<file path="src/design/qsfp_port_config.svh">
//--------------------------------------------------------------------------
// Compile-time constants of the QSFP port glue: widths, address map and
// status timing. Included by every RTL file and by the testbench.
//--------------------------------------------------------------------------

`ifndef QSFP_PORT_CONFIG_SVH
`define QSFP_PORT_CONFIG_SVH

// Cage geometry and bus widths
`define QSFP_NUM_LANES      4
`define QSFP_REG_AW         16
`define QSFP_REG_DW         32
`define QSFP_STREAM_W       64

// Region codes, address bits 13:12
`define QSFP_REGION_IO      2'd0
// Former Ethernet/DMA space, now only an error-answering hole
`define QSFP_REGION_ETH     2'd1

// Read word returned by any unmapped region
`define QSFP_ERR_DATA       32'hBAD0_0000

// Cycles that activity stays up after the last transfer
`define QSFP_ACTIVITY_HOLD  16

// Port number reported in PORT_INFO
`define QSFP_PORTNUM        8'd0

`endif

</file>
<file path="src/design/qsfp_port_pkg.sv">
//--------------------------------------------------------------------------
// Shared types of the QSFP port: register and stream buses, lane mode
//--------------------------------------------------------------------------

`default_nettype none

`include "qsfp_port_config.svh"

package qsfp_port_pkg;

  // Meaningful vector widths
  typedef logic [`QSFP_REG_AW-1:0] reg_addr_t;
  typedef logic [`QSFP_REG_DW-1:0] reg_data_t;
  typedef logic [1:0]              lane_idx_t;
  typedef logic [1:0]              word_sel_t;
  typedef logic [31:0]             beat_count_t;

  // Run-time lane protocol, XGE and CGE codes kept reserved
  typedef enum logic [1:0] {
    DISABLED = 2'd0,
    AURORA   = 2'd1,
    XGE      = 2'd2,
    CGE      = 2'd3
  } lane_mode_t;

  // Register port request, one strobe per cycle at most
  typedef struct packed {
    logic      wr_req;
    logic      rd_req;
    reg_addr_t addr;
    reg_data_t wr_data;
  } reg_req_t;

  // Request steered to a single lane
  typedef struct packed {
    logic      wr;
    logic      rd;
    word_sel_t word;
    reg_data_t wr_data;
  } lane_req_t;

  typedef struct packed {
    logic      rd_resp;
    reg_data_t rd_data;
  } reg_resp_t;

  // One stream beat, valid and ready travel separately
  typedef struct packed {
    logic [`QSFP_STREAM_W-1:0] tdata;
    logic                      tlast;
  } stream_beat_t;

endpackage

`default_nettype wire

</file>
<file path="src/design/qsfp_reg_decode.sv">
//--------------------------------------------------------------------------
// Register port front end. Registers a request, steers it to one lane's
// I/O registers and merges the lane read responses with the error word.
//--------------------------------------------------------------------------

`timescale 1ns/100ps
`default_nettype none

`include "qsfp_port_config.svh"

module qsfp_reg_decode (
  input  wire                                                  bus_clk,
  input  wire                                                  rst_i,
  input  qsfp_port_pkg::reg_req_t                              reg_req_i,
  output qsfp_port_pkg::reg_resp_t                             reg_resp_o,
  output qsfp_port_pkg::lane_req_t [`QSFP_NUM_LANES-1:0]       lane_req_o,
  input  qsfp_port_pkg::reg_resp_t [`QSFP_NUM_LANES-1:0]       lane_resp_i
);

  qsfp_port_pkg::reg_req_t  req_q;
  qsfp_port_pkg::lane_idx_t req_lane;
  qsfp_port_pkg::word_sel_t req_word;
  logic [1:0]               req_region;
  logic                     req_is_io;
  logic                     err_resp_q;

  //------------------------------------------------------------------------
  // Request register
  //------------------------------------------------------------------------

  // Strobes cleared by reset
  always_ff @(posedge bus_clk) begin
    if (rst_i) begin
      req_q.wr_req <= 1'b0;
      req_q.rd_req <= 1'b0;
    end else begin
      req_q.wr_req <= reg_req_i.wr_req;
      req_q.rd_req <= reg_req_i.rd_req;
    end
  end

  // Address and write payload
  always_ff @(posedge bus_clk) begin
    req_q.addr    <= reg_req_i.addr;
    req_q.wr_data <= reg_req_i.wr_data;
  end

  //------------------------------------------------------------------------
  // Address split: lane 15:14, region 13:12, word 3:2
  //------------------------------------------------------------------------
  assign req_lane   = req_q.addr[15:14];
  assign req_region = req_q.addr[13:12];
  assign req_word   = req_q.addr[3:2];

  always_comb begin
    case (req_region)
      `QSFP_REGION_IO:  req_is_io = 1'b1;
      // Ethernet/DMA space no longer backed by logic
      `QSFP_REGION_ETH: req_is_io = 1'b0;
      default:          req_is_io = 1'b0;
    endcase
  end

  // Exactly one lane sees the strobe, and only for region 0
  always_comb begin
    for (int i = 0; i < `QSFP_NUM_LANES; i++) begin
      lane_req_o[i].wr      = req_q.wr_req && req_is_io &&
                              (req_lane == qsfp_port_pkg::lane_idx_t'(i));
      lane_req_o[i].rd      = req_q.rd_req && req_is_io &&
                              (req_lane == qsfp_port_pkg::lane_idx_t'(i));
      lane_req_o[i].word    = req_word;
      lane_req_o[i].wr_data = req_q.wr_data;
    end
  end

  // Error read answered on the same schedule as a lane read
  always_ff @(posedge bus_clk) begin
    if (rst_i) begin
      err_resp_q <= 1'b0;
    end else begin
      err_resp_q <= req_q.rd_req && !req_is_io;
    end
  end

  //------------------------------------------------------------------------
  // Response mux, at most one source active
  //------------------------------------------------------------------------
  always_comb begin
    reg_resp_o.rd_resp = err_resp_q;
    reg_resp_o.rd_data = err_resp_q ? `QSFP_ERR_DATA : '0;
    for (int i = 0; i < `QSFP_NUM_LANES; i++) begin
      if (lane_resp_i[i].rd_resp) begin
        reg_resp_o.rd_resp = 1'b1;
        reg_resp_o.rd_data = lane_resp_i[i].rd_data;
      end
    end
  end

endmodule

`default_nettype wire

</file>
<file path="src/design/qsfp_lane_regs.sv">
//--------------------------------------------------------------------------
// Per-lane I/O registers: mode, port info and beat counters. One instance
// per lane, fed by the register decoder.
//--------------------------------------------------------------------------

`timescale 1ns/100ps
`default_nettype none

`include "qsfp_port_config.svh"

module qsfp_lane_regs #(
  parameter int LANE = 0
) (
  input  wire                               bus_clk,
  input  wire                               rst_i,
  input  qsfp_port_pkg::lane_req_t          lane_req_i,
  output qsfp_port_pkg::reg_resp_t          lane_resp_o,
  input  wire                               tx_fire_i,
  input  wire                               rx_fire_i,
  input  wire                               link_i,
  output qsfp_port_pkg::lane_mode_t         mode_o
);

  // Word offsets within region 0
  localparam qsfp_port_pkg::word_sel_t WORD_MODE      = 2'd0;
  localparam qsfp_port_pkg::word_sel_t WORD_PORT_INFO = 2'd1;
  localparam qsfp_port_pkg::word_sel_t WORD_TX_BEATS  = 2'd2;
  localparam qsfp_port_pkg::word_sel_t WORD_RX_BEATS  = 2'd3;

  qsfp_port_pkg::lane_mode_t  mode_q;
  qsfp_port_pkg::beat_count_t tx_beats_q;
  qsfp_port_pkg::beat_count_t rx_beats_q;
  qsfp_port_pkg::reg_data_t   port_info;
  qsfp_port_pkg::reg_data_t   rd_mux;
  qsfp_port_pkg::reg_data_t   rd_data_q;
  logic                       rd_resp_q;

  //------------------------------------------------------------------------
  // Mode register
  //------------------------------------------------------------------------

  // Only AURORA is built, anything else lands as DISABLED
  always_ff @(posedge bus_clk) begin
    if (rst_i) begin
      mode_q <= qsfp_port_pkg::DISABLED;
    end else if (lane_req_i.wr && lane_req_i.word == WORD_MODE) begin
      if (lane_req_i.wr_data[1:0] == qsfp_port_pkg::AURORA) begin
        mode_q <= qsfp_port_pkg::AURORA;
      end else begin
        mode_q <= qsfp_port_pkg::DISABLED;
      end
    end
  end

  assign mode_o = mode_q;

  // Beat counters, free running and wrapping
  always_ff @(posedge bus_clk) begin
    if (rst_i) begin
      tx_beats_q <= '0;
      rx_beats_q <= '0;
    end else begin
      if (tx_fire_i) tx_beats_q <= tx_beats_q + 1'b1;
      if (rx_fire_i) rx_beats_q <= rx_beats_q + 1'b1;
    end
  end

  //------------------------------------------------------------------------
  // Read side
  //------------------------------------------------------------------------

  // Port number 31:24, lane 17:16, link 8, mode 1:0
  assign port_info = {`QSFP_PORTNUM, 6'b0, qsfp_port_pkg::lane_idx_t'(LANE),
                      7'b0, link_i, 6'b0, mode_q};

  always_comb begin
    case (lane_req_i.word)
      WORD_MODE:      rd_mux = {30'b0, mode_q};
      WORD_PORT_INFO: rd_mux = port_info;
      WORD_TX_BEATS:  rd_mux = tx_beats_q;
      WORD_RX_BEATS:  rd_mux = rx_beats_q;
      default:        rd_mux = '0;
    endcase
  end

  // One-cycle registered answer
  always_ff @(posedge bus_clk) begin
    if (rst_i) begin
      rd_resp_q <= 1'b0;
    end else begin
      rd_resp_q <= lane_req_i.rd;
    end
  end

  always_ff @(posedge bus_clk) begin
    if (lane_req_i.rd) rd_data_q <= rd_mux;
  end

  assign lane_resp_o.rd_resp = rd_resp_q;
  assign lane_resp_o.rd_data = rd_data_q;

endmodule

`default_nettype wire

</file>
<file path="src/design/qsfp_lane_datapath.sv">
//--------------------------------------------------------------------------
// Per-lane stream routing. AURORA passes both streams through, DISABLED
// sinks them; also makes the fire strobes, link and activity status.
//--------------------------------------------------------------------------

`timescale 1ns/100ps
`default_nettype none

`include "qsfp_port_config.svh"

module qsfp_lane_datapath (
  input  wire                           bus_clk,
  input  wire                           rst_i,
  input  qsfp_port_pkg::lane_mode_t     mode_i,
  // Router to transceiver
  input  qsfp_port_pkg::stream_beat_t   v2e_i,
  input  wire                           v2e_valid_i,
  output logic                          v2e_ready_o,
  output qsfp_port_pkg::stream_beat_t   mgt_tx_o,
  output logic                          mgt_tx_valid_o,
  input  wire                           mgt_tx_ready_i,
  // Transceiver to router
  input  qsfp_port_pkg::stream_beat_t   mgt_rx_i,
  input  wire                           mgt_rx_valid_i,
  output logic                          mgt_rx_ready_o,
  output qsfp_port_pkg::stream_beat_t   e2v_o,
  output logic                          e2v_valid_o,
  input  wire                           e2v_ready_i,
  // Status
  input  wire                           mgt_link_i,
  output logic                          tx_fire_o,
  output logic                          rx_fire_o,
  output logic                          link_up_o,
  output logic                          activity_o
);

  localparam int HOLD_W = $clog2(`QSFP_ACTIVITY_HOLD + 1);

  logic              aurora;
  logic [HOLD_W-1:0] hold_cnt_q;

  assign aurora = (mode_i == qsfp_port_pkg::AURORA);

  //------------------------------------------------------------------------
  // Routing, zero latency in both directions
  //------------------------------------------------------------------------

  // TX: back-pressure straight through, sink everything when disabled
  assign mgt_tx_o       = aurora ? v2e_i : '0;
  assign mgt_tx_valid_o = aurora && v2e_valid_i;
  assign v2e_ready_o    = aurora ? mgt_tx_ready_i : 1'b1;

  // RX: same scheme
  assign e2v_o          = aurora ? mgt_rx_i : '0;
  assign e2v_valid_o    = aurora && mgt_rx_valid_i;
  assign mgt_rx_ready_o = aurora ? e2v_ready_i : 1'b1;

  // Transfers only count in AURORA
  assign tx_fire_o = aurora && v2e_valid_i && mgt_tx_ready_i;
  assign rx_fire_o = aurora && mgt_rx_valid_i && e2v_ready_i;

  assign link_up_o = aurora && mgt_link_i;

  // Activity stretcher, reload on any fire
  always_ff @(posedge bus_clk) begin
    if (rst_i) begin
      hold_cnt_q <= '0;
    end else if (tx_fire_o || rx_fire_o) begin
      hold_cnt_q <= HOLD_W'(`QSFP_ACTIVITY_HOLD);
    end else if (hold_cnt_q != '0) begin
      hold_cnt_q <= hold_cnt_q - 1'b1;
    end
  end

  assign activity_o = (hold_cnt_q != '0);

endmodule

`default_nettype wire

</file>
<file path="src/design/qsfp_port.sv">
//--------------------------------------------------------------------------
// Top of the QSFP port glue: register decoder plus four lanes of mode
// registers and stream routing, all on bus_clk.
//--------------------------------------------------------------------------

`timescale 1ns/100ps
`default_nettype none

`include "qsfp_port_config.svh"

module qsfp_port (
  input  wire                                                bus_clk,
  input  wire                                                rst_i,
  // Register port
  input  qsfp_port_pkg::reg_req_t                            reg_req_i,
  output qsfp_port_pkg::reg_resp_t                           reg_resp_o,
  // Router to transceiver
  input  qsfp_port_pkg::stream_beat_t [`QSFP_NUM_LANES-1:0]  v2e_i,
  input  wire                         [`QSFP_NUM_LANES-1:0]  v2e_valid_i,
  output logic                        [`QSFP_NUM_LANES-1:0]  v2e_ready_o,
  output qsfp_port_pkg::stream_beat_t [`QSFP_NUM_LANES-1:0]  mgt_tx_o,
  output logic                        [`QSFP_NUM_LANES-1:0]  mgt_tx_valid_o,
  input  wire                         [`QSFP_NUM_LANES-1:0]  mgt_tx_ready_i,
  // Transceiver to router
  input  qsfp_port_pkg::stream_beat_t [`QSFP_NUM_LANES-1:0]  mgt_rx_i,
  input  wire                         [`QSFP_NUM_LANES-1:0]  mgt_rx_valid_i,
  output logic                        [`QSFP_NUM_LANES-1:0]  mgt_rx_ready_o,
  output qsfp_port_pkg::stream_beat_t [`QSFP_NUM_LANES-1:0]  e2v_o,
  output logic                        [`QSFP_NUM_LANES-1:0]  e2v_valid_o,
  input  wire                         [`QSFP_NUM_LANES-1:0]  e2v_ready_i,
  // Status
  input  wire                         [`QSFP_NUM_LANES-1:0]  mgt_link_i,
  output logic                        [`QSFP_NUM_LANES-1:0]  link_up_o,
  output logic                        [`QSFP_NUM_LANES-1:0]  activity_o
);

  qsfp_port_pkg::lane_req_t  [`QSFP_NUM_LANES-1:0] lane_req;
  qsfp_port_pkg::reg_resp_t  [`QSFP_NUM_LANES-1:0] lane_resp;
  qsfp_port_pkg::lane_mode_t [`QSFP_NUM_LANES-1:0] lane_mode;
  logic                      [`QSFP_NUM_LANES-1:0] tx_fire;
  logic                      [`QSFP_NUM_LANES-1:0] rx_fire;

  // Single register front end for all lanes
  qsfp_reg_decode u_reg_decode (
    .bus_clk     (bus_clk),
    .rst_i       (rst_i),
    .reg_req_i   (reg_req_i),
    .reg_resp_o  (reg_resp_o),
    .lane_req_o  (lane_req),
    .lane_resp_i (lane_resp)
  );

  //------------------------------------------------------------------------
  // Lanes
  //------------------------------------------------------------------------
  for (genvar lane = 0; lane < `QSFP_NUM_LANES; lane++) begin : g_lane

    qsfp_lane_regs #(
      .LANE (lane)
    ) u_lane_regs (
      .bus_clk     (bus_clk),
      .rst_i       (rst_i),
      .lane_req_i  (lane_req[lane]),
      .lane_resp_o (lane_resp[lane]),
      .tx_fire_i   (tx_fire[lane]),
      .rx_fire_i   (rx_fire[lane]),
      .link_i      (mgt_link_i[lane]),
      .mode_o      (lane_mode[lane])
    );

    qsfp_lane_datapath u_lane_datapath (
      .bus_clk        (bus_clk),
      .rst_i          (rst_i),
      .mode_i         (lane_mode[lane]),
      .v2e_i          (v2e_i[lane]),
      .v2e_valid_i    (v2e_valid_i[lane]),
      .v2e_ready_o    (v2e_ready_o[lane]),
      .mgt_tx_o       (mgt_tx_o[lane]),
      .mgt_tx_valid_o (mgt_tx_valid_o[lane]),
      .mgt_tx_ready_i (mgt_tx_ready_i[lane]),
      .mgt_rx_i       (mgt_rx_i[lane]),
      .mgt_rx_valid_i (mgt_rx_valid_i[lane]),
      .mgt_rx_ready_o (mgt_rx_ready_o[lane]),
      .e2v_o          (e2v_o[lane]),
      .e2v_valid_o    (e2v_valid_o[lane]),
      .e2v_ready_i    (e2v_ready_i[lane]),
      .mgt_link_i     (mgt_link_i[lane]),
      .tx_fire_o      (tx_fire[lane]),
      .rx_fire_o      (rx_fire[lane]),
      .link_up_o      (link_up_o[lane]),
      .activity_o     (activity_o[lane])
    );

  end : g_lane

endmodule

`default_nettype wire

</file>
<file path="config.mk">
export PLATFORM = sky130hd
export DESIGN_NAME = qsfp_port
export DESIGN_NICKNAME = d
export VERILOG_FILES = /design/src/design/qsfp_port_pkg.sv /design/src/design/qsfp_reg_decode.sv /design/src/design/qsfp_lane_regs.sv /design/src/design/qsfp_lane_datapath.sv /design/src/design/qsfp_port.sv
export VERILOG_INCLUDE_DIRS = /design/src /design/src/design
export SDC_FILE = /design/constraint.sdc
export NUM_CORES = 1
export LEC_CHECK = 0
export ABC_AREA = 1
export BUFFER_PORTS_ARGS = -buffer_cell sky130_fd_sc_hd__buf_4
export CORE_AREA = 2 2 459 461
export DETAILED_ROUTE_END_ITERATION = 7
export DIE_AREA = 0 0 461 463
export HOLD_SLACK_MARGIN = 0.03
export PLACE_DENSITY = 0.3
export SETUP_SLACK_MARGIN = 0.4
export SLEW_MARGIN = 20
export SYNTH_ARGS = -nofsm -noshare
export SYNTH_HDL_FRONTEND = slang
export SYNTH_HIERARCHICAL = 1
export SYNTH_SLANG_ARGS = --single-unit
</file>
<file path="constraint.sdc">
create_clock -name bus_clk -period 4.5 [get_ports bus_clk]
set_input_delay 0.45 -clock bus_clk [delete_from_list [all_inputs] [get_ports bus_clk]]
set_output_delay 0.45 -clock bus_clk [all_outputs]
set_load 0.02 [all_outputs]
</file>
==> summary by stage, run 1 <==
STA
Of the available clock period, the critical path in the final layout requires 75.5%. The relative slew slack is 38.9%. The final max-slew violation count is 0. Derived from the worst setup path, the maximum achievable clock frequency is 294 MHz. The transition at the pin with the smallest max-transition slack is 0.917 ns. The count of final setup violators is 0. Setup repair after global routing left no endpoint under its margin. The number of endpoints with negative hold slack in the final report was 0.

The setup skew after layout is 0.0302 ns. The worst path needs 3.40 ns of the cycle, external delays included. The accumulated negative setup slack is 0 ns.

Setup path
Walking the worst path, the cells encountered are nand2_4, buf_4, or2_1, buf_4. On the worst path, the slowest cell contributes a delay of 0.68 ns. The kind of end point of the critical path is an output pin. Grouping stages by cell kind, the critical path spends the most delay in simple AND/OR/NAND/NOR gates.

In this run the worst path has a maximum fanout of 75. The arrival time at the worst endpoint is 2.95 ns. The critical path in this run is classified as reg2out. The slowest stage cell on the critical path is dfxtp_1. STA classifies the critical path startpoint as a flip-flop. The buffers plus inverters on the worst setup path is 2.

By instance count, the cell type seen most on the critical path is buf_4. The data required time at the worst endpoint is 4.05 ns.

Route
The number of routed nets with antenna violations is 0. The first routing iteration left 1,576 violations. The total length of routed wires is 151,000 µm.

The routed via count is 29,700. The via-per-instance ratio is 3.61. For this run, the detailed router's first-pass iteration total came to 5.

The remaining design rule violation count is 0. Dividing the detail-routed wire length by the instance count gives 18.4 µm.

Layout
Leaving out fill and tap cells, the most frequent cells in the layout are buf_4, nor2_1, inv_1, nand2_1, dfxtp_1. Leaving out fill and tap cells, the most frequent cell in the layout is buf_4. Relative to the synthesized area, the layout overhead comes to 50.2%.

The post-route cell area is 40,200 µm². The filler cells instantiated in the layout total 24,200. The number of nets in the layout is 5,993.

Cells fill 19.3% of the core in the end. The fraction of final layout cells with drive strength greater than 1 is 26.1%.

Power and ir drop
The sequential cell fraction of total power is 39.4%. The static leakage power is 19.1 nW. Combinational cells account for 12.7% of the total power. Dividing total power by cell area gives a power density of 254 nW/µm². The maximum vdd drop is 0.270 mV.

Cell internal power was estimated by the tool at 7.45 mW. The net switching component of the power is 2.75 mW. The clock share of power is 47.9%. Of the total power, the share spent switching nets is 27.0%.

Floorplan
The die covers 213,000 µm². The count of pins on the block boundary is 1,169. The floorplan has 168 rows. Measured along the y axis, the die boundary spans 463 µm.

From left edge to right edge, the die measures 461 µm. The area of the placeable core is 209,000 µm². For this configuration, the core starts out at a cell density of 12.8%.

Synthesis
The mapped netlist covers 26,800 µm². The cell count after synthesis is 4,308. The number of nets in the synthesized netlist is 4,912. The warning count from the yosys run is 6. The synthesized area per cell is 6.21 µm².

Clocking
The clock tree buffer depth is 3. The clock reaches the later pin of the worst-skew pair after 0.67 ns. The root cell of the clock tree is clkbuf_16.

The tree built by TritonCTS fans out to 423 sinks. The TritonCTS clock tree is done. The post-CTS setup buffer count is 0. The count of hold-fix buffers inserted at cts is 10.

The post-cts repair resize count is 0. TritonCTS created 56 clock buffers. After clock tree synthesis, the clock-pin slew on the worst setup and hold paths is 0.06 ns. CTS built an H-tree with a depth of 2.

Placement
The total cell area at the placement stage is 38,100 µm². The routability-driven placement congestion ratio is 0.889. Buffers placed on the I/O ports in this run total 1,128. The total half-perimeter wirelength after legalization and detailed placement is 125,000 µm.

GRT
The first global-routing pass estimated 211,000 µm of wire. Global routing used 13.5% of the available tracks. The initial antenna violation count came to 21. Entering global routing, the biggest net connects 119 pins. The via count of the first global-routing pass is 29,200.

The total congestion overflow after global routing is 0.

Outcome
The flow ran to the end, and the final reports show no timing, DRC or antenna violations.

Min path
The type of the most critical hold path is in2reg.

Run
Max-cap violations in this run came to 0.
## state kept, by name, indices dropped and copies added (netlist names), 2 cells and up
signal,count
g_lane.u_lane_datapath/hold_cnt_q,20
g_lane.u_lane_regs/mode_o,4
g_lane.u_lane_regs/rd_data_q,128
g_lane.u_lane_regs/rd_resp_q,4
g_lane.u_lane_regs/rx_beats_q,128
g_lane.u_lane_regs/tx_beats_q,128
u_reg_decode/lane_req_o,4
u_reg_decode/req_lane,2
u_reg_decode/req_q,4
## metal layers
layer,vias to the layer above,part of all wire [%],global-route usage (%)
met5,-,0.0079,0
met4,2,1.6,2.55
met3,130,5.0,2.08
met2,729,48,23.3
met1,13700,46,17.7
li1,15200,-,-
## area by class of cell
cell class	instances	area (µm²)	share of cell area, %
Inverter	911	3420	8.52
Tap cell	2805	3510	8.73
Sequential cell	423	9750	24.3
Clock buffer	64	1460	3.64
Antenna cell	9	22.5	0.0560
Multi-Input combinational cell	2824	12600	31.5
Clock inverter	42	508	1.26
Timing Repair Buffer	1173	8870	22.1
## worst register-to-register path, stage by stage, from the launching register on
cell and delay (ns):
dfxtp_1 0.52, buf_4 0.36, inv_1 0.21, nor2_1 0.15
buf_4 0.20, inv_1 0.40, o21ai_0 0.52
## final timing paths
| path | from | to | slack (ns) | depth (start not counted) |
|---|---|---|---|---|
| max | g_lane[2].u_lane_regs/mode_o[0] | v2e_ready_o[2] | 1.10 | 4 |
| min | mgt_link_i[3] | g_lane[3].u_lane_regs/rd_data_q[8] | 0.17 | 3 |
| max reg2reg | u_reg_decode/lane_req_o[33] | g_lane[3].u_lane_regs/rd_data_q[22] | 1.90 | 6 |
| min reg2reg | g_lane[1].u_lane_regs/tx_beats_q[9] | g_lane[1].u_lane_regs/tx_beats_q[9] | 0.51 | 2 |
## stage by stage
stage	instances	setup WS, ns	hold WS, ns	total power, mW
CTS	8242	1.05	0.139	10.5
finish	8251	1.10	0.172	10.2
global route	8245	0.875	0.184	10.7
global placement	8126	1.80	0.477	5.41
floorplan	4308	1.23	0.449	4.68
detailed placement	8126	1.80	0.486	5.43
## power groups by stage
stage                     registers [mW]  clock network (mW)  logic, mW
after floorplan                     4.08                   0      0.599
after global placement              4.11                   0       1.31
after detailed placement            4.11                   0       1.32
after CTS                           4.02                5.11       1.33
final                               4.02                4.89       1.29
after global routing                4.03                5.23       1.46
Note: power is estimated with default switching activity, not from simulation.
==> inputs of run 2 (changes only) <==
--- a/config.mk
+++ b/config.mk
@@ -6,7 +6,7 @@
 export SDC_FILE = /design/constraint.sdc
 export NUM_CORES = 1
 export LEC_CHECK = 0
-export ABC_AREA = 1
+export ABC_AREA = 0
 export BUFFER_PORTS_ARGS = -buffer_cell sky130_fd_sc_hd__buf_4
 export CORE_AREA = 2 2 459 461
 export DETAILED_ROUTE_END_ITERATION = 7
==> constraint.sdc (replaced) <==
create_clock -name bus_clk -period 3 [get_ports bus_clk]
set_input_delay 0.3 -clock bus_clk [delete_from_list [all_inputs] [get_ports bus_clk]]
set_output_delay 0.3 -clock bus_clk [all_outputs]
set_load 0.02 [all_outputs]
==> run 2 against run 1 <==
Compared with the run above: die area stayed put; largest power group unchanged; critical endpoint is now reg_resp_o[25]; highest routed layer unchanged; sequential power rose by 51%; non-clock buffer count rose by 81; clock-buffer cell count is 8 higher; setup slack worse by 0.63 ns; worst hold slack worse by 0.067 ns; clock power rose by 39%; flip-flop and latch count is the same; critical path depth increased by 2.
==> summary by stage, run 2 <==
Outcome
The flow ran to the end, and the final reports show no timing, DRC or antenna violations.

GRT
The total track usage is 16.7%. The initial antenna violation count is 65. The first global-routing pass estimated 240,000 µm of wire. The maximum number of pins on one net before global-route repair is 138.

After global routing the overflow that remains totals 0. The via count of the first global-routing pass is 24,900.

STA
The setup skew after layout is 0.0362 ns. The maximum clock frequency is 395 MHz. The count of final setup violators is 0.

Headroom to the max-slew limit came out at 56.4%. Counting I/O delays and the setup requirement, the final critical path takes 2.53 ns. The transition at the pin with the smallest max-transition slack is 0.654 ns. The final max-slew violation count is 0. For the final routed database, the setup TNS stands at 0 ns. The number of endpoints with negative hold slack in the final report is 0.

Of the available clock period, the critical path in the final layout requires 84.4%. Setup repair after global routing could not meet its margin everywhere.

Power and ir drop
The total internal power is 10.9 mW. Power spread over the standard cell area amounts to 373 nW/µm². VDD sags by at most 0.451 mV. The proportion of total power due to net switching is 25.7%. The clock share of power is 46.6%. Registers are responsible for 41.5% of the overall power. The static leakage power is 15.3 nW. The fraction of power consumed by combinational cells is 11.9%.

The net switching component of the power is 3.77 mW.

Route
In this run the remaining antenna-violating nets after routing total 0. The routed length per instance is 27.2 µm. The first detailed-routing pass took 5 iterations. The routed design has 185,000 µm of wire. The routed via count is 25,300.

Wire segments on met2 add up to 93,000 µm in the final route. After detailed routing, no signal wire sits above met5. The count of routing violations after the opening detailed-route iteration is 1,475.

After detailed routing, the number of vias per cell comes to 3.72. The length of routed met3 wiring is 7580 µm. In the routed design, unresolved DRC markers number 0. After detailed routing, the wire length on met1 is 79,800 µm.

Placement
The number of input and output port buffers inserted is 1,128. The routability-driven placement congestion ratio is 1.00. The total half-perimeter wirelength after legalization and detailed placement is 156,000 µm.

Setup path
The biggest fanout along the worst timing path is 14. At the worst endpoint, the arrival time is 2.23 ns. The kind of end point of the critical path is an output pin. The category of the most critical setup path is reg2out. The number of cells on the worst reg-to-reg path is 7. The data required time at the worst endpoint is 2.70 ns.

The worst setup path is launched from a flip-flop.

Layout
Leaving out fill and tap cells, the most frequent cells in the layout are buf_4, and2_1, dfxtp_1, nor2b_1, a21oi_1. The net count of the finished layout is 4,527. Compared with the post-synthesis result, the final layout area differs by 57.6%. The most common cell after layout, fill and taps aside is buf_4. For this run, the share of the core covered by cells in the final layout is 18.8%. The post-route netlist has 37.1% of its cells at a drive strength greater than 1.

The largest registers in the layout are g_lane.u_lane_regs/rd_data_q (128), g_lane.u_lane_regs/rx_beats_q (128), g_lane.u_lane_regs/tx_beats_q (128).

Synthesis
Counting every instance in the synthesized netlist gives 2,820. After synthesis the cells add up to 24,900 µm². The number of nets in the synthesized netlist is 3,424. The synthesized area per cell is 8.83 µm². For this run, the number of Yosys warnings is 6.

Clocking
The clock tree buffer depth is 3. Clock-pin slew was measured on the worst setup and hold paths at 0.06 ns. The root cell of the clock tree is clkbuf_16.

The number of buffers created by CTS is 55. The TritonCTS clock tree is done. The clock net in this run drives a total of 423 sinks. The clock tree synthesis step divided the H-tree into 2 levels.

The clock network latency to the later pin of the worst-skew pair is 0.65 ns.

Min path
The depth of the worst hold-timing path is 2. The tightest min-delay check is of the in2reg type.

Floorplan
The placement row count is 168. For this configuration, the core starts out at a cell density of 11.9%. After floorplanning, the core was sized to cover 209,000 µm². The die area is 213,000 µm². The die outline height is 463 µm. 1,169 I/O pins were placed. Measured along the x axis, the die boundary spans 461 µm.

Run
Max-cap violations in this run came to 0.
run 2: path summary, 6_finish.rpt:
path                            slack [ns]                              endpoint                             from
worst min register to register        0.48               u_reg_decode/err_resp_q           u_reg_decode/req_q[48]
worst max register to register        0.54  g_lane[0].u_lane_regs/tx_beats_q[20]  g_lane[0].u_lane_regs/mode_o[0]
worst min-delay path                  0.10   g_lane[2].u_lane_regs/rx_beats_q[9]                            rst_i
worst max-delay path                  0.47                        reg_resp_o[25]  g_lane[2].u_lane_regs/rd_resp_q
run 2: power groups by stage:
stage | registers (mW) | logic (mW) | clock network [mW]
2_1_floorplan | 6.16 | 0.772 | 0
3_3_place_gp | 6.20 | 1.75 | 0
3_5_place_dp | 6.20 | 1.75 | 0
4_1_cts | 6.07 | 1.78 | 7.12
5_1_grt | 6.08 | 1.89 | 7.31
6_report | 6.07 | 1.74 | 6.81
run 2: metrics by stage:
stage               area (µm²)  worst slack (ns)  total power, mW  std cells  hold WS, ns
floorplan                24900             0.570             6.93       2820        0.328
global placement         36800             0.191             7.95       6643        0.408
detailed placement       36800             0.159             7.95       6643        0.407
CTS                      39100             0.352             15.0       6773       0.0693
global route             39200             0.342             15.3       6783        0.116
finish                   39200             0.469             14.6       6806        0.105
run 2: routing by layer:
metal / up-vias / global-route usage (%)
met5: - / 0
met4: 4 / 4.07
met3: 163 / 2.44
met2: 776 / 29.4
met1: 12200 / 21.1
li1: 12200 / -
run 2: cell type report:
type / instances / area [µm²]
flip-flops and latches: 423 / 9770
repair buffers: 1254 / 9730
inverters: 46 / 173
well taps: 2805 / 3510
multi-input cells: 2143 / 14100
clock inverters: 31 / 284
diodes: 32 / 80.1
clock buffers: 72 / 1550
fillers: 23600 / 169000
run 2: worst max-delay path, cell delays in order (launching register included):
cell and delay, ns:
dfxtp_4 0.39, buf_6 0.18, or3_4 0.44, a21oi_4 0.16, buf_12 0.14, a21oi_1 0.07, buf_4 0.19
run 2: what timing repair did:
action / 4_1_cts / 5_1_grt
setup buffers: 13 / 1
gates cloned: 3 / 0
hold endpoints to repair: 11 / 0
setup endpoints to repair: 245 / 104
pin swaps: 6 / 2
hold buffers: 11 / 0
gates resized for setup: 49 / 22
==> inputs of run 3 (changes only) <==
--- a/config.mk
+++ b/config.mk
@@ -6,11 +6,11 @@
 export SDC_FILE = /design/constraint.sdc
 export NUM_CORES = 1
 export LEC_CHECK = 0
-export ABC_AREA = 0
+export ABC_AREA = 1
 export BUFFER_PORTS_ARGS = -buffer_cell sky130_fd_sc_hd__buf_4
-export CORE_AREA = 2 2 459 461
+export CORE_AREA = 2 2 456 458
 export DETAILED_ROUTE_END_ITERATION = 7
-export DIE_AREA = 0 0 461 463
+export DIE_AREA = 0 0 458 460
 export HOLD_SLACK_MARGIN = 0.03
 export PLACE_DENSITY = 0.3
 export SETUP_SLACK_MARGIN = 0.4
==> constraint.sdc (replaced) <==
create_clock -name bus_clk -period 2.3 [get_ports bus_clk]
set_input_delay 0.23 -clock bus_clk [delete_from_list [all_inputs] [get_ports bus_clk]]
set_output_delay 0.23 -clock bus_clk [all_outputs]
set_load 0.02 [all_outputs]
==> run 3 against run 2 <==
Compared with the run above: cell count grew 23%; combinational power grew 55%; critical path depth grew 1; largest cell class unchanged.
==> summary by stage, run 3 (same netlist as run 1, synthesis figures left out) <==
Outcome
The run finished with clean final reports.

Power and ir drop
The design draws 19.7 mW. The power per cell area is 428 nW/µm². The maximum vdd drop is 0.535 mV. The static leakage power is 21.1 nW.

Layout
In the final design database the tool counted 6,187 nets. The post-route netlist has 34.7% of its cells at a drive strength greater than 1. Leaving out fill and tap cells, the most frequent cell in the layout is buf_4. The largest registers in the layout are g_lane.u_lane_regs/rd_data_q (128), g_lane.u_lane_regs/rx_beats_q (128), g_lane.u_lane_regs/tx_beats_q (128).

The post-layout instance count excluding filler cells is 8,343. Leaving out fill and tap cells, the most frequent cells in the layout are buf_4, nor2_1, inv_1, nand2_1, dfxtp_1. The synthesis-to-finish area growth is 72.0%.

Run
The max-capacitance violation count is 0.

STA
The setup skew after layout is 0.0212 ns. Derived from the worst setup path, the maximum achievable clock frequency is 441 MHz. The final max-slew violation count is 0. Across all setup checks in the final design, the least slack found is 0.0341 ns. The final critical delay including setup and external delays is 2.27 ns. The count of final setup violators is 0. The relative slew slack is 49.5%. At the pin with the least slew margin, the transition time is 0.757 ns. The final cycle utilization of the critical path is 98.5%. Setup repair after global routing could not meet its margin everywhere.

The number of endpoints with negative hold slack in the final report is 0.

Clocking
In this run, CTS created clock tree buffers numbering 57. In this run the number of H-tree levels came out at 2. The clock reaches the later pin of the worst-skew pair after 0.66 ns. The clock sink total is 423. After clock tree synthesis, the clock-pin slew on the worst setup and hold paths is 0.06 ns. TritonCTS built the clock tree. The tree is rooted in a clkbuf_16. The clock tree buffer depth is 3.

Min path
The type of the most critical hold path is in2reg. The depth of the worst hold-timing path is 3.

Placement
The routability-driven placement congestion ratio is 0.873. The post-placement worst setup slack is 0.137 ns. The number of input and output port buffers inserted is 1,128. The total half-perimeter wirelength after legalization and detailed placement is 127,000 µm. The number of cells in the design after placement is 8,080.

Setup path
The arrival time at the worst endpoint is 2.04 ns. The launching element of the worst setup path is g_lane[2].u_lane_regs/rd_resp_q. The worst setup path is of the reg2out kind. The end point of the critical path is reg_resp_o[20].

The endpoint identified for the worst register-to-register timing path is g_lane[1].u_lane_regs/rx_beats_q[23]. Along the worst path, the maximum fanout reaches 8. The startpoint of the worst register-to-register path is g_lane[1].u_lane_regs/mode_o[0]. The type of element launching the critical path is a flip-flop. The data required time at the worst endpoint is 2.07 ns.

STA classifies the critical path endpoint as an output pin. The worst reg-to-reg setup slack is 0.24 ns. The length in cells of the worst reg-to-reg path is 14.

Route
In the final routed layout, each cell accounts on average for 19.2 µm. The routed via count is 31,200. For this block, the routed nets add up to 160,000 µm of wire. The remaining design rule violation count is 0. The via-per-instance ratio is 3.74. The detailed-routing iteration count for the pre-antenna-repair pass is 5. After the first detailed-routing iteration, the DRC count stood at 1,434. Once detail routing completed, the nets flagged for antenna violations numbered 0.

Floorplan
The floorplan step defined a core boundary enclosing 206,000 µm². The count of pins on the block boundary is 1,169. The die area is 211,000 µm².

The die outline height is 460 µm. The width of the die is 458 µm. The placement row count is 167. Once the floorplan was initialized, standard cells occupied 13.0% of the core.

GRT
Global routing used 14.1% of the available tracks across all layers. The via count of the first global-routing pass is 30,300. Global routing finished with a remaining overflow of 0. Entering global routing, the biggest net connects 52 pins. The global-route wire length before repair is 216,000 µm. The initial antenna violation count is 26.
==> run 3: layout make-up <==
| type | instances | area [µm²] |
|---|---|---|
| antenna | 7 | 17.5 |
| inverter | 911 | 3450 |
| fill | 23200 | 160000 |
| sequential | 423 | 9770 |
| timing repair buffer | 1354 | 12200 |
| clock inverter | 31 | 277 |
| multi-input combinational | 2836 | 15300 |
| clock buffer | 77 | 1590 |
| tap | 2704 | 3380 |
==> run 3: critical path, cell delays in order, from the launching register on <==
cell     delay, ns
dfxtp_4       0.42
inv_8         0.08
buf_12        0.15
nor2_1        0.24
nor2_1        0.13
o21ai_1       0.09
nand2_1       0.11
buf_6         0.15
==> run 3: what timing repair did <==
| item | CTS | global route |
|---|---|---|
| gates resized for setup | 362 | 566 |
| cloned | 26 | 21 |
| setup endpoints to repair | 715 | 838 |
| buffers inserted | 23 | 59 |
| pin swaps | 37 | 122 |
| hold buffers | 19 | 0 |
| endpoints found under the hold margin | 19 | 0 |
==> run 3: how the worst min path moves through the flow <==
stage | slack (ns) | to | startpoint
after floorplan | 0.26 | u_reg_decode/lane_req_o[0] | reg_req_i[0]
after global placement | 0.34 | u_reg_decode/req_q[45] | reg_req_i[45]
after detailed placement | 0.34 | u_reg_decode/req_q[44] | reg_req_i[44]
after CTS | 0.03 | g_lane[3].u_lane_datapath/hold_cnt_q[4] | e2v_ready_i[3]
after global routing | 0.11 | g_lane[1].u_lane_regs/rd_data_q[8] | mgt_link_i[1]
final | 0.08 | g_lane[1].u_lane_regs/rd_data_q[8] | mgt_link_i[1]
==> run 3: power by group <==
part           internal, mW  leakage, nW  total, mW  switching, mW
combinational          1.20         16.7       2.69           1.49
sequential             7.76         3.46       7.86         0.0960
clock                  5.38        0.930       9.14           3.75
==> run 3: stage by stage <==
step	hold WS (ns)	util, %	cell area (µm²)	TNS [ns]
2_1_floorplan	0.258	-	26800	-1.56
3_3_place_gp	0.336	18.8	38600	0
3_5_place_dp	0.336	18.8	38600	0
4_1_cts	0.0309	20.8	42900	0
5_1_grt	0.108	22.3	46000	-0.0563
6_report	0.0830	22.3	46000	0
==> run 3: routing by layer <==
metal / up-vias / routed length, µm / GRT usage [%] / share of wire (%)
li1: 15700 / - / - / -
met1: 14400 / 63500 / 16.0 / 40
met2: 978 / 81900 / 25.7 / 51
met3: 218 / 7980 / 2.38 / 5.0
met4: 4 / 7050 / 5.91 / 4.4
met5: - / 27 / 0 / 0.017
